**src/verilog/f8_isa_pkg.sv**
```systemverilog
`default_nettype none

package f8_isa_pkg;

	typedef logic [7:0] opcode_t;
	// opcode byte, then up to two operand bytes
	typedef logic [23:0] inst_t;
	typedef logic [1:0] len_t;

	localparam opcode_t OPCODE_TRAP        = 8'h00;
	localparam opcode_t OPCODE_NOP         = 8'h08;
	// 8-bit ops on xl; the direct form sits at the odd opcode
	localparam opcode_t OPCODE_SUB_XL_IMMD = 8'h10;
	localparam opcode_t OPCODE_SUB_XL_DIR  = 8'h11;
	localparam opcode_t OPCODE_SBC_XL_IMMD = 8'h18;
	localparam opcode_t OPCODE_SBC_XL_DIR  = 8'h19;
	localparam opcode_t OPCODE_ADD_XL_IMMD = 8'h20;
	localparam opcode_t OPCODE_ADD_XL_DIR  = 8'h21;
	localparam opcode_t OPCODE_ADC_XL_IMMD = 8'h28;
	localparam opcode_t OPCODE_ADC_XL_DIR  = 8'h29;
	localparam opcode_t OPCODE_OR_XL_IMMD  = 8'h38;
	localparam opcode_t OPCODE_OR_XL_DIR   = 8'h39;
	localparam opcode_t OPCODE_AND_XL_IMMD = 8'h40;
	localparam opcode_t OPCODE_AND_XL_DIR  = 8'h41;
	localparam opcode_t OPCODE_XOR_XL_IMMD = 8'h48;
	localparam opcode_t OPCODE_XOR_XL_DIR  = 8'h49;
	localparam opcode_t OPCODE_ADDW_Y_IMMD = 8'h50;
	localparam opcode_t OPCODE_JP_IMMD     = 8'h64;
	localparam opcode_t OPCODE_JP_Y        = 8'h65;
	localparam opcode_t OPCODE_JR_D        = 8'h66;
	localparam opcode_t OPCODE_JRZ_D       = 8'h67;
	localparam opcode_t OPCODE_JRNZ_D      = 8'h68;
	localparam opcode_t OPCODE_JRC_D       = 8'h69;
	localparam opcode_t OPCODE_JRNC_D      = 8'h6a;
	localparam opcode_t OPCODE_INCW_Y      = 8'h70;
	localparam opcode_t OPCODE_LD_XL_IMMD  = 8'h90;
	localparam opcode_t OPCODE_LD_XL_DIR   = 8'h91;
	localparam opcode_t OPCODE_LD_DIR_XL   = 8'h99;
	localparam opcode_t OPCODE_LD_XL_IY    = 8'h9d;
	localparam opcode_t OPCODE_LDW_Y_IMMD  = 8'ha0;
	localparam opcode_t OPCODE_LDW_DIR_Y   = 8'ha9;
	localparam opcode_t OPCODE_LDW_X_Y     = 8'hb0;
	localparam opcode_t OPCODE_LDW_Z_Y     = 8'hb1;
	localparam opcode_t OPCODE_LDW_Y_Z     = 8'hb2;

	typedef enum logic [3:0] {
		PASS, ADD, ADC, SUB, SBC, AND, OR, XOR, ADDW, PASSW
	} alu_op_t;

	typedef enum logic [2:0] {
		BR_NONE, BR_JP_IMMD, BR_JP_Y, BR_JR, BR_JRZ, BR_JRNZ, BR_JRC, BR_JRNC
	} branch_t;

	typedef enum logic [1:0] {
		RD_NONE, RD_DIRECT, RD_IY
	} read_mode_t;

endpackage

`default_nettype wire

```
**src/verilog/f8_core_pkg.sv**
```systemverilog
`default_nettype none

package f8_core_pkg;

	typedef logic [7:0] byte_t;
	typedef logic [15:0] word_t;
	typedef logic [7:0] flags_t;
	typedef logic [1:0] byte_en_t;

	localparam int FLAG_C = 1;
	localparam int FLAG_N = 2;
	localparam int FLAG_Z = 3;
	localparam int FLAG_O = 4;

	typedef enum logic [1:0] {
		REG_X = 2'd0,
		REG_Y = 2'd1,
		REG_Z = 2'd2
	} reg_idx_t;

	// accumulator is xl
	typedef enum logic [1:0] {
		SRC_A_ACC, SRC_A_Y, SRC_A_Z, SRC_A_X
	} src_a_t;

	typedef enum logic [1:0] {
		SRC_B_IMM, SRC_B_MEM
	} src_b_t;

endpackage

`default_nettype wire

```
**src/verilog/f8_decode.sv**
```systemverilog
`timescale 1ns/1ps
`default_nettype none

module f8_decode
	import f8_core_pkg::*, f8_isa_pkg::*;
(
	input logic clk,
	input logic reset,
	input inst_t fetch_inst,
	output len_t fetch_len,
	output branch_t fetch_branch,
	output read_mode_t fetch_read_mode,
	output alu_op_t exec_op,
	output src_a_t exec_src_a,
	output src_b_t exec_src_b,
	output logic exec_wide,
	output reg_idx_t exec_dest,
	output byte_en_t exec_reg_en,
	output byte_en_t exec_store,
	output word_t exec_imm,
	output logic exec_trap
);

	alu_op_t n_op;
	src_a_t n_src_a;
	src_b_t n_src_b;
	logic n_wide;
	reg_idx_t n_dest;
	byte_en_t n_reg_en;
	byte_en_t n_store;
	word_t n_imm;
	logic n_trap;
	logic alu8;

	always_comb
	begin
		n_op = PASS;
		n_src_a = SRC_A_ACC;
		n_src_b = SRC_B_IMM;
		n_wide = 1'b0;
		n_dest = REG_X;
		n_reg_en = 2'b00;
		n_store = 2'b00;
		n_imm = fetch_inst[23:8];
		n_trap = 1'b0;
		fetch_len = 2'd1;
		fetch_branch = BR_NONE;
		fetch_read_mode = RD_NONE;
		alu8 = 1'b1;

		case (fetch_inst[7:0])
			OPCODE_LD_XL_IMMD, OPCODE_LD_XL_DIR: n_op = PASS;
			OPCODE_ADD_XL_IMMD, OPCODE_ADD_XL_DIR: n_op = ADD;
			OPCODE_ADC_XL_IMMD, OPCODE_ADC_XL_DIR: n_op = ADC;
			OPCODE_SUB_XL_IMMD, OPCODE_SUB_XL_DIR: n_op = SUB;
			OPCODE_SBC_XL_IMMD, OPCODE_SBC_XL_DIR: n_op = SBC;
			OPCODE_AND_XL_IMMD, OPCODE_AND_XL_DIR: n_op = AND;
			OPCODE_OR_XL_IMMD, OPCODE_OR_XL_DIR: n_op = OR;
			OPCODE_XOR_XL_IMMD, OPCODE_XOR_XL_DIR: n_op = XOR;
			default: alu8 = 1'b0;
		endcase

		if (alu8)
		begin
			n_reg_en = 2'b01;
			fetch_len = 2'd2;
			// odd opcode takes its operand from memory
			if (fetch_inst[0])
			begin
				n_src_b = SRC_B_MEM;
				fetch_len = 2'd3;
				fetch_read_mode = RD_DIRECT;
			end
		end

		case (fetch_inst[7:0])
			OPCODE_TRAP: n_trap = 1'b1;
			OPCODE_LD_DIR_XL:
			begin
				n_op = PASSW;
				n_store = 2'b01;
				fetch_len = 2'd3;
			end
			OPCODE_LD_XL_IY:
			begin
				n_src_b = SRC_B_MEM;
				n_reg_en = 2'b01;
				fetch_read_mode = RD_IY;
			end
			OPCODE_LDW_Y_IMMD, OPCODE_ADDW_Y_IMMD, OPCODE_INCW_Y:
			begin
				n_op = (fetch_inst[7:0] == OPCODE_LDW_Y_IMMD) ? PASS : ADDW;
				n_src_a = SRC_A_Y;
				n_wide = 1'b1;
				n_dest = REG_Y;
				n_reg_en = 2'b11;
				fetch_len = (fetch_inst[7:0] == OPCODE_INCW_Y) ? 2'd1 : 2'd3;
				if (fetch_inst[7:0] == OPCODE_INCW_Y)
					n_imm = 16'h0001;
			end
			OPCODE_LDW_DIR_Y, OPCODE_LDW_X_Y, OPCODE_LDW_Z_Y, OPCODE_LDW_Y_Z:
			begin
				n_op = PASSW;
				n_wide = 1'b1;
				n_src_a = (fetch_inst[7:0] == OPCODE_LDW_Y_Z) ? SRC_A_Z : SRC_A_Y;
				n_dest = (fetch_inst[7:0] == OPCODE_LDW_X_Y) ? REG_X :
					(fetch_inst[7:0] == OPCODE_LDW_Z_Y) ? REG_Z : REG_Y;
				n_reg_en = (fetch_inst[7:0] == OPCODE_LDW_DIR_Y) ? 2'b00 : 2'b11;
				n_store = (fetch_inst[7:0] == OPCODE_LDW_DIR_Y) ? 2'b11 : 2'b00;
				fetch_len = (fetch_inst[7:0] == OPCODE_LDW_DIR_Y) ? 2'd3 : 2'd1;
			end
			OPCODE_JP_IMMD:
			begin
				fetch_branch = BR_JP_IMMD;
				fetch_len = 2'd3;
			end
			OPCODE_JP_Y: fetch_branch = BR_JP_Y;
			OPCODE_JR_D, OPCODE_JRZ_D, OPCODE_JRNZ_D, OPCODE_JRC_D, OPCODE_JRNC_D:
			begin
				fetch_len = 2'd2;
				fetch_branch = (fetch_inst[7:0] == OPCODE_JRZ_D) ? BR_JRZ :
					(fetch_inst[7:0] == OPCODE_JRNZ_D) ? BR_JRNZ :
					(fetch_inst[7:0] == OPCODE_JRC_D) ? BR_JRC :
					(fetch_inst[7:0] == OPCODE_JRNC_D) ? BR_JRNC : BR_JR;
			end
			default: ;
		endcase
	end

	// reset state is a nop
	always_ff @(posedge clk)
	begin
		if (reset)
		begin
			exec_op <= PASS;
			exec_src_a <= SRC_A_ACC;
			exec_src_b <= SRC_B_IMM;
			exec_wide <= 1'b0;
			exec_dest <= REG_X;
			exec_reg_en <= 2'b00;
			exec_store <= 2'b00;
			exec_trap <= 1'b0;
		end
		else
		begin
			exec_op <= n_op;
			exec_src_a <= n_src_a;
			exec_src_b <= n_src_b;
			exec_wide <= n_wide;
			exec_dest <= n_dest;
			exec_reg_en <= n_reg_en;
			exec_store <= n_store;
			exec_trap <= n_trap;
		end
	end

	always_ff @(posedge clk)
		exec_imm <= n_imm;

endmodule

`default_nettype wire

```
**src/verilog/f8_fetch.sv**
```systemverilog
`timescale 1ns/1ps
`default_nettype none

module f8_fetch
	import f8_core_pkg::*, f8_isa_pkg::*;
#(
	parameter word_t RESET_PC = 16'h4000
)
(
	input logic clk,
	input logic reset,
	input inst_t fetch_inst,
	input len_t fetch_len,
	input branch_t fetch_branch,
	input read_mode_t fetch_read_mode,
	input word_t next_y,
	input flags_t next_flags,
	output word_t iread_addr,
	output word_t dread_addr
);

	// address of the instruction whose fetch word is arriving
	word_t pc;
	word_t next_pc;
	logic taken;

	always_comb
	begin
		case (fetch_branch)
			BR_JR: taken = 1'b1;
			BR_JRZ: taken = next_flags[FLAG_Z];
			BR_JRNZ: taken = !next_flags[FLAG_Z];
			BR_JRC: taken = next_flags[FLAG_C];
			BR_JRNC: taken = !next_flags[FLAG_C];
			default: taken = 1'b0;
		endcase
	end

	always_comb
	begin
		if (reset)
			next_pc = RESET_PC;
		else if (fetch_branch == BR_JP_IMMD)
			next_pc = fetch_inst[23:8];
		else if (fetch_branch == BR_JP_Y)
			next_pc = next_y;
		else if (taken)
			next_pc = pc + {{8{fetch_inst[15]}}, fetch_inst[15:8]};
		else
			next_pc = pc + {14'd0, fetch_len};
	end

	always_ff @(posedge clk)
		pc <= next_pc;

	assign iread_addr = next_pc;

	// y may be written by the instruction executing now
	assign dread_addr = (fetch_read_mode == RD_IY) ? next_y : fetch_inst[23:8];

endmodule

`default_nettype wire

```
**src/verilog/f8_regfile.sv**
```systemverilog
`timescale 1ns/1ps
`default_nettype none

module f8_regfile
	import f8_core_pkg::*;
(
	input logic clk,
	input reg_idx_t write_idx,
	input byte_en_t write_en,
	input word_t write_data,
	output word_t x,
	output word_t y,
	output word_t z,
	output word_t next_x,
	output word_t next_y,
	output word_t next_z
);

	// register value after this cycle's byte writes
	function automatic word_t merge(input word_t cur, input reg_idx_t idx);
		word_t v;
		v = cur;
		if (write_idx == idx && write_en[0])
			v[7:0] = write_data[7:0];
		if (write_idx == idx && write_en[1])
			v[15:8] = write_data[15:8];
		return v;
	endfunction

	assign next_x = merge(x, REG_X);
	assign next_y = merge(y, REG_Y);
	assign next_z = merge(z, REG_Z);

	always_ff @(posedge clk)
	begin
		x <= next_x;
		y <= next_y;
		z <= next_z;
	end

endmodule

`default_nettype wire

```
**src/verilog/f8_execute.sv**
```systemverilog
`timescale 1ns/1ps
`default_nettype none

module f8_execute
	import f8_core_pkg::*, f8_isa_pkg::*;
(
	input alu_op_t exec_op,
	input src_a_t exec_src_a,
	input src_b_t exec_src_b,
	input logic exec_wide,
	input word_t exec_imm,
	input word_t x,
	input word_t y,
	input word_t z,
	input word_t dread_data,
	input flags_t flags,
	output word_t result,
	output flags_t alu_flags
);

	word_t a;
	word_t b;
	word_t b_in;
	byte_t a_lo;
	byte_t b_lo;
	logic cin;
	logic [8:0] sum8;
	logic [16:0] sum16;
	logic carry;
	logic ovf;

	always_comb
	begin
		case (exec_src_a)
			SRC_A_Y: a = y;
			SRC_A_Z: a = z;
			SRC_A_X: a = x;
			default: a = {8'h00, x[7:0]};
		endcase
	end

	assign b = (exec_src_b == SRC_B_MEM) ? dread_data : exec_imm;

	// subtract as a + ~b + 1, sbc uses c for the final one
	assign b_in = (exec_op == SUB || exec_op == SBC) ? ~b : b;

	always_comb
	begin
		case (exec_op)
			SUB: cin = 1'b1;
			ADC, SBC: cin = flags[FLAG_C];
			default: cin = 1'b0;
		endcase
	end

	assign a_lo = a[7:0];
	assign b_lo = b_in[7:0];
	assign sum8 = {1'b0, a_lo} + {1'b0, b_lo} + {8'd0, cin};
	assign sum16 = {1'b0, a} + {1'b0, b_in} + {16'd0, cin};

	always_comb
	begin
		carry = 1'b0;
		ovf = 1'b0;
		case (exec_op)
			ADD, ADC, SUB, SBC:
			begin
				result = {8'h00, sum8[7:0]};
				carry = sum8[8];
				ovf = (a_lo[7] == b_lo[7]) && (sum8[7] != a_lo[7]);
			end
			ADDW:
			begin
				result = sum16[15:0];
				carry = sum16[16];
				ovf = (a[15] == b_in[15]) && (sum16[15] != a[15]);
			end
			AND: result = {8'h00, a_lo & b[7:0]};
			OR: result = {8'h00, a_lo | b[7:0]};
			XOR: result = {8'h00, a_lo ^ b[7:0]};
			PASSW: result = a;
			default: result = exec_wide ? b : {8'h00, b[7:0]};
		endcase
	end

	always_comb
	begin
		alu_flags = '0;
		alu_flags[FLAG_C] = carry;
		alu_flags[FLAG_O] = ovf;
		alu_flags[FLAG_N] = exec_wide ? result[15] : result[7];
		alu_flags[FLAG_Z] = exec_wide ? (result == 16'h0000) : (result[7:0] == 8'h00);
	end

endmodule

`default_nettype wire

```
**src/verilog/f8_result.sv**
```systemverilog
`timescale 1ns/1ps
`default_nettype none

module f8_result
	import f8_core_pkg::*, f8_isa_pkg::*;
(
	input logic clk,
	input logic reset,
	input alu_op_t exec_op,
	input logic exec_wide,
	input reg_idx_t exec_dest,
	input byte_en_t exec_reg_en,
	input byte_en_t exec_store,
	input word_t exec_imm,
	input logic exec_trap,
	input word_t result,
	input flags_t alu_flags,
	output flags_t flags,
	output flags_t next_flags,
	output reg_idx_t write_idx,
	output byte_en_t write_en,
	output word_t write_data,
	output word_t dwrite_addr,
	output word_t dwrite_data,
	output byte_en_t dwrite_en,
	output logic trap
);

	logic upd_arith;
	logic upd_logic;

	assign upd_arith = exec_op inside {ADD, ADC, SUB, SBC, ADDW};
	assign upd_logic = upd_arith || exec_op inside {AND, OR, XOR};

	// logic ops touch only n and z
	always_comb
	begin
		next_flags = flags;
		if (upd_logic)
		begin
			next_flags[FLAG_N] = alu_flags[FLAG_N];
			next_flags[FLAG_Z] = alu_flags[FLAG_Z];
		end
		if (upd_arith)
		begin
			next_flags[FLAG_C] = alu_flags[FLAG_C];
			next_flags[FLAG_O] = alu_flags[FLAG_O];
		end
	end

	always_ff @(posedge clk)
	begin
		if (reset)
			flags <= '0;
		else
			flags <= next_flags;
	end

	assign write_idx = exec_dest;
	assign write_en = exec_reg_en;
	assign write_data = result;

	// byte stores carry xl in the low byte only
	assign dwrite_addr = exec_imm;
	assign dwrite_data = exec_wide ? result : {8'h00, result[7:0]};
	assign dwrite_en = reset ? 2'b00 : exec_store;
	assign trap = !reset && exec_trap;

endmodule

`default_nettype wire

```
**src/verilog/f8_core.sv**
```systemverilog
`timescale 1ns/1ps
`default_nettype none

module f8_core
	import f8_core_pkg::*, f8_isa_pkg::*;
#(
	parameter word_t RESET_PC = 16'h4000
)
(
	input logic clk,
	input logic reset,
	output word_t iread_addr,
	input inst_t iread_data,
	output word_t dread_addr,
	input word_t dread_data,
	output word_t dwrite_addr,
	output word_t dwrite_data,
	output byte_en_t dwrite_en,
	output logic trap
);

	len_t fetch_len;
	branch_t fetch_branch;
	read_mode_t fetch_read_mode;
	alu_op_t exec_op;
	src_a_t exec_src_a;
	src_b_t exec_src_b;
	logic exec_wide;
	reg_idx_t exec_dest;
	byte_en_t exec_reg_en;
	byte_en_t exec_store;
	word_t exec_imm;
	logic exec_trap;
	word_t x, y, z;
	word_t next_x, next_y, next_z;
	flags_t flags, next_flags, alu_flags;
	word_t result;
	reg_idx_t write_idx;
	byte_en_t write_en;
	word_t write_data;

	f8_fetch #(
		.RESET_PC(RESET_PC)
	) fetch (
		.clk(clk),
		.reset(reset),
		.fetch_inst(iread_data),
		.fetch_len(fetch_len),
		.fetch_branch(fetch_branch),
		.fetch_read_mode(fetch_read_mode),
		.next_y(next_y),
		.next_flags(next_flags),
		.iread_addr(iread_addr),
		.dread_addr(dread_addr)
	);

	f8_decode decode (
		.clk(clk),
		.reset(reset),
		.fetch_inst(iread_data),
		.*
	);

	f8_regfile regfile (.*);

	f8_execute execute (.*);

	f8_result result_stage (.*);

endmodule

`default_nettype wire

```
**config.mk**
```make
export PLATFORM = sky130hd
export DESIGN_NAME = f8_core
export DESIGN_NICKNAME = d
export VERILOG_FILES = /design/src/verilog/f8_isa_pkg.sv /design/src/verilog/f8_core_pkg.sv /design/src/verilog/f8_decode.sv /design/src/verilog/f8_fetch.sv /design/src/verilog/f8_regfile.sv /design/src/verilog/f8_execute.sv /design/src/verilog/f8_result.sv /design/src/verilog/f8_core.sv
export SDC_FILE = /design/constraint.sdc
export NUM_CORES = 1
export LEC_CHECK = 0
export BUFFER_PORTS_ARGS = -buffer_cell sky130_fd_sc_hd__buf_2
export CELL_PAD_IN_SITES_DETAIL_PLACEMENT = 1
export CELL_PAD_IN_SITES_GLOBAL_PLACEMENT = 1
export CORE_ASPECT_RATIO = 1.2
export CORE_UTILIZATION = 45
export CTS_CLUSTER_DIAMETER = 100
export DETAILED_ROUTE_END_ITERATION = 10
export PLACE_DENSITY_LB_ADDON = 0.1
export SYNTH_ARGS = -nofsm -noshare
export SYNTH_HDL_FRONTEND = slang
export SYNTH_HIERARCHICAL = 1
export SYNTH_SLANG_ARGS = --single-unit
```
**constraint.sdc**
```tcl
create_clock -name clk -period 10.4 [get_ports clk]
set_clock_uncertainty 0.1 [all_clocks]
set_input_delay 2.08 -clock clk [delete_from_list [all_inputs] [get_ports clk]]
set_output_delay 2.08 -clock clk [all_outputs]
set_load 0.01 [all_outputs]
```
==> flow_metrics.py <==
metrics = {
    "global_routing": {
        "grt_max_degree": 39,
        "grt_overflow_total": 0,
        "antenna_found_initial": 0,
        "grt_pass1_vias": 7578,
        "grt_usage_pct": 27.4,
        "grt_pass1_wl_mm": 40.3,
    },
    "route": {
        "ant_nets": 0,
        "routed_wl_mm": 25.6,
        "post_drt_wl_per_cell_microns": 21.2,
        "drt_iter0_drc": 311,
        "num_vias": 7218,
        "drt_first_pass_iters": 4,
        "drc": 0,
        "avgViaCountPerCell": 5.99,
    },
    "power_and_ir_drop": {
        "internal_power_mw": 0.694,
        "worst_ir_drop_vdd_uv": 77.4,
        "power-per-cell-area_nw_per_um2": 118,
        "p_sw_share_pct": 34.1,
        "leakagePower_nw": 3.79,
        "seq_power_share_pct": 38.8,
        "finalPower_mw": 1.05,
        "pwr-share-clk_pct": 29.9,
        "p_switching_mw": 0.359,
        "power_frac_comb_pct": 31.3,
    },
    "flow_run": {
        "drv_cap": 0,
    },
    "layout": {
        "multi_input_area_sq_um": 5470,
        "nNetsFinal": 1072,
        "fill_cells": 2108,
        "final_cell_mix": "108 x buf_2, 97 x dfxtp_1, 78 x mux2_2",
        "seq_area_sq_um": 1940,
        "drive_above_1_share_pct": 31.1,
        "final_common_cell": "buf_2",
        "area_delta_synth_final_pct": 10.8,
        "antenna_cells": 0,
        "post-route-util_pct": 51.0,
        "design_area_sq_um": 8960,
        "stdcell_count": 1206,
    },
    "cts": {
        "root_buffer": "clkbuf_16",
        "clockBufferDepth": 2,
        "cts_buffers": 9,
        "cts_tree": "done",
        "insertion_delay_ns": 0.34,
        "clock_sinks": 97,
        "cts_htree_levels": 3,
        "clkTransAtPathRegs_ns": 0.07,
    },
    "timing": {
        "final-setup-viol-count": 0,
        "drv_slew": 0,
        "period_share_pct": 97.0,
        "finalSetupTns_ns": 0,
        "worst_slew_pin_slew_ns": 0.908,
        "slew_headroom_pct": 39.4,
        "fmax_ghz": 0.0992,
        "finalHoldViolations": 0,
        "fin_crit_ns": 10.08,
    },
    "critical_path": {
        "endpoint_kind": "output port",
        "cp.arrival_ns": 7.90,
        "slowest_delay_ns": 0.37,
        "cp_max_fo": 4,
        "crit_required_ns": 8.22,
        "cpMostUsedCell": "buf_4",
        "path_buf_inv": 7,
        "criticalPathCategory": "in -> out",
        "critPathLaunchType": "input pin",
        "cp.depth": 30,
        "crit_family": "compound AO/OA/AOI/OAI gates",
        "r2r_cells": 29,
        "cp_slowest_cell": "or3_4",
    },
    "floorplan": {
        "die_w_microns": 124,
        "fp.dieH_microns": 149,
        "dieArea_sq_um": 18500,
        "io_pins": 109,
        "initial_core_util_pct": 46.0,
        "row_count": 53,
        "design.core.area_sq_um": 17600,
    },
    "min_path": {
        "min-delay-path-class": "reg -> reg",
        "holdPathStages": 1,
    },
    "placed_design": {
        "portBuffers": 108,
        "dp_hpwl_mm": 20.1,
        "dp_cells": 1187,
        "routabilityCongestion": 0.911,
        "place_area_sq_um": 8520,
    },
    "logic_synthesis": {
        "synthCells": 915,
        "avgSynthCellArea_sq_um": 8.83,
        "ys_warn_count": 6,
        "synthesis.area_sq_um": 8080,
        "syn_nets": 1006,
    },
    "run_status": {
        "status": "finished clean",
    },
}
[layer usage]
metal  track usage [%]  routed length [microns]
met1              34.5                    11400
met2              49.1                    12700
met3              2.04                      747
met4              9.40                      650
met5                 0                        0
[area by class of cell]
| type | count | area share (%) |
|---|---|---|
| inverter | 35 | 1.47 |
| tap | 220 | 3.07 |
| sequential | 97 | 21.7 |
| timing repair buffer | 150 | 9.55 |
| clock buffer | 10 | 2.56 |
| multi-input combinational | 688 | 61.1 |
| clock inverter | 6 | 0.573 |
[final timing paths]
check                    start             end  slack (ns)
max              dread_data[0]  iread_addr[13]        0.32
min               regfile/z[0]    regfile/z[0]        0.38
max reg2reg  decode/exec_op[1]     fetch/pc[4]        3.26
min reg2reg       regfile/z[0]    regfile/z[0]        0.38
[per-stage QoR]
| step | setup WS [ns] | hold WS [ns] |
|---|---|---|
| 2_1_floorplan | 0.460 | 0.346 |
| 3_3_place_gp | 0.0661 | 0.357 |
| 3_5_place_dp | -0.149 | 0.367 |
| 4_1_cts | 0.0221 | 0.386 |
| 5_1_grt | -0.00413 | 0.399 |
| 6_report | 0.316 | 0.384 |
[power by group through the flow]
stage	registers [mW]	logic (mW)	clock network, mW
after floorplan	0.409	0.228	0
after global placement	0.414	0.301	0
after detailed placement	0.417	0.315	0
after CTS	0.408	0.318	0.323
after global routing	0.411	0.362	0.338
final	0.408	0.330	0.315
[sequential cells by signal (all words and copies together) (netlist names)]
| signal | count |
|---|---|
| decode/exec_imm | 16 |
| decode/exec_trap | 1 |
| regfile/y | 16 |
| fetch/pc | 16 |
| decode/exec_store | 2 |
| decode/exec_src_b | 1 |
| decode/exec_reg_en | 2 |
| result_stage/flags | 2 |
| decode/exec_src_a | 2 |
| decode/exec_dest | 2 |
| regfile/z | 16 |
| regfile/x | 16 |
| decode/exec_op | 4 |
| decode/exec_wide | 1 |
[timing repair]
action / 4_1_cts / 5_1_grt
setup endpoints to repair: 10 / 13
hold buffers: 0 / 0
pin swaps: 0 / 15
resized for setup: 10 / 21
buffers inserted: 0 / 3
Note: power is estimated with default switching activity, not from simulation.
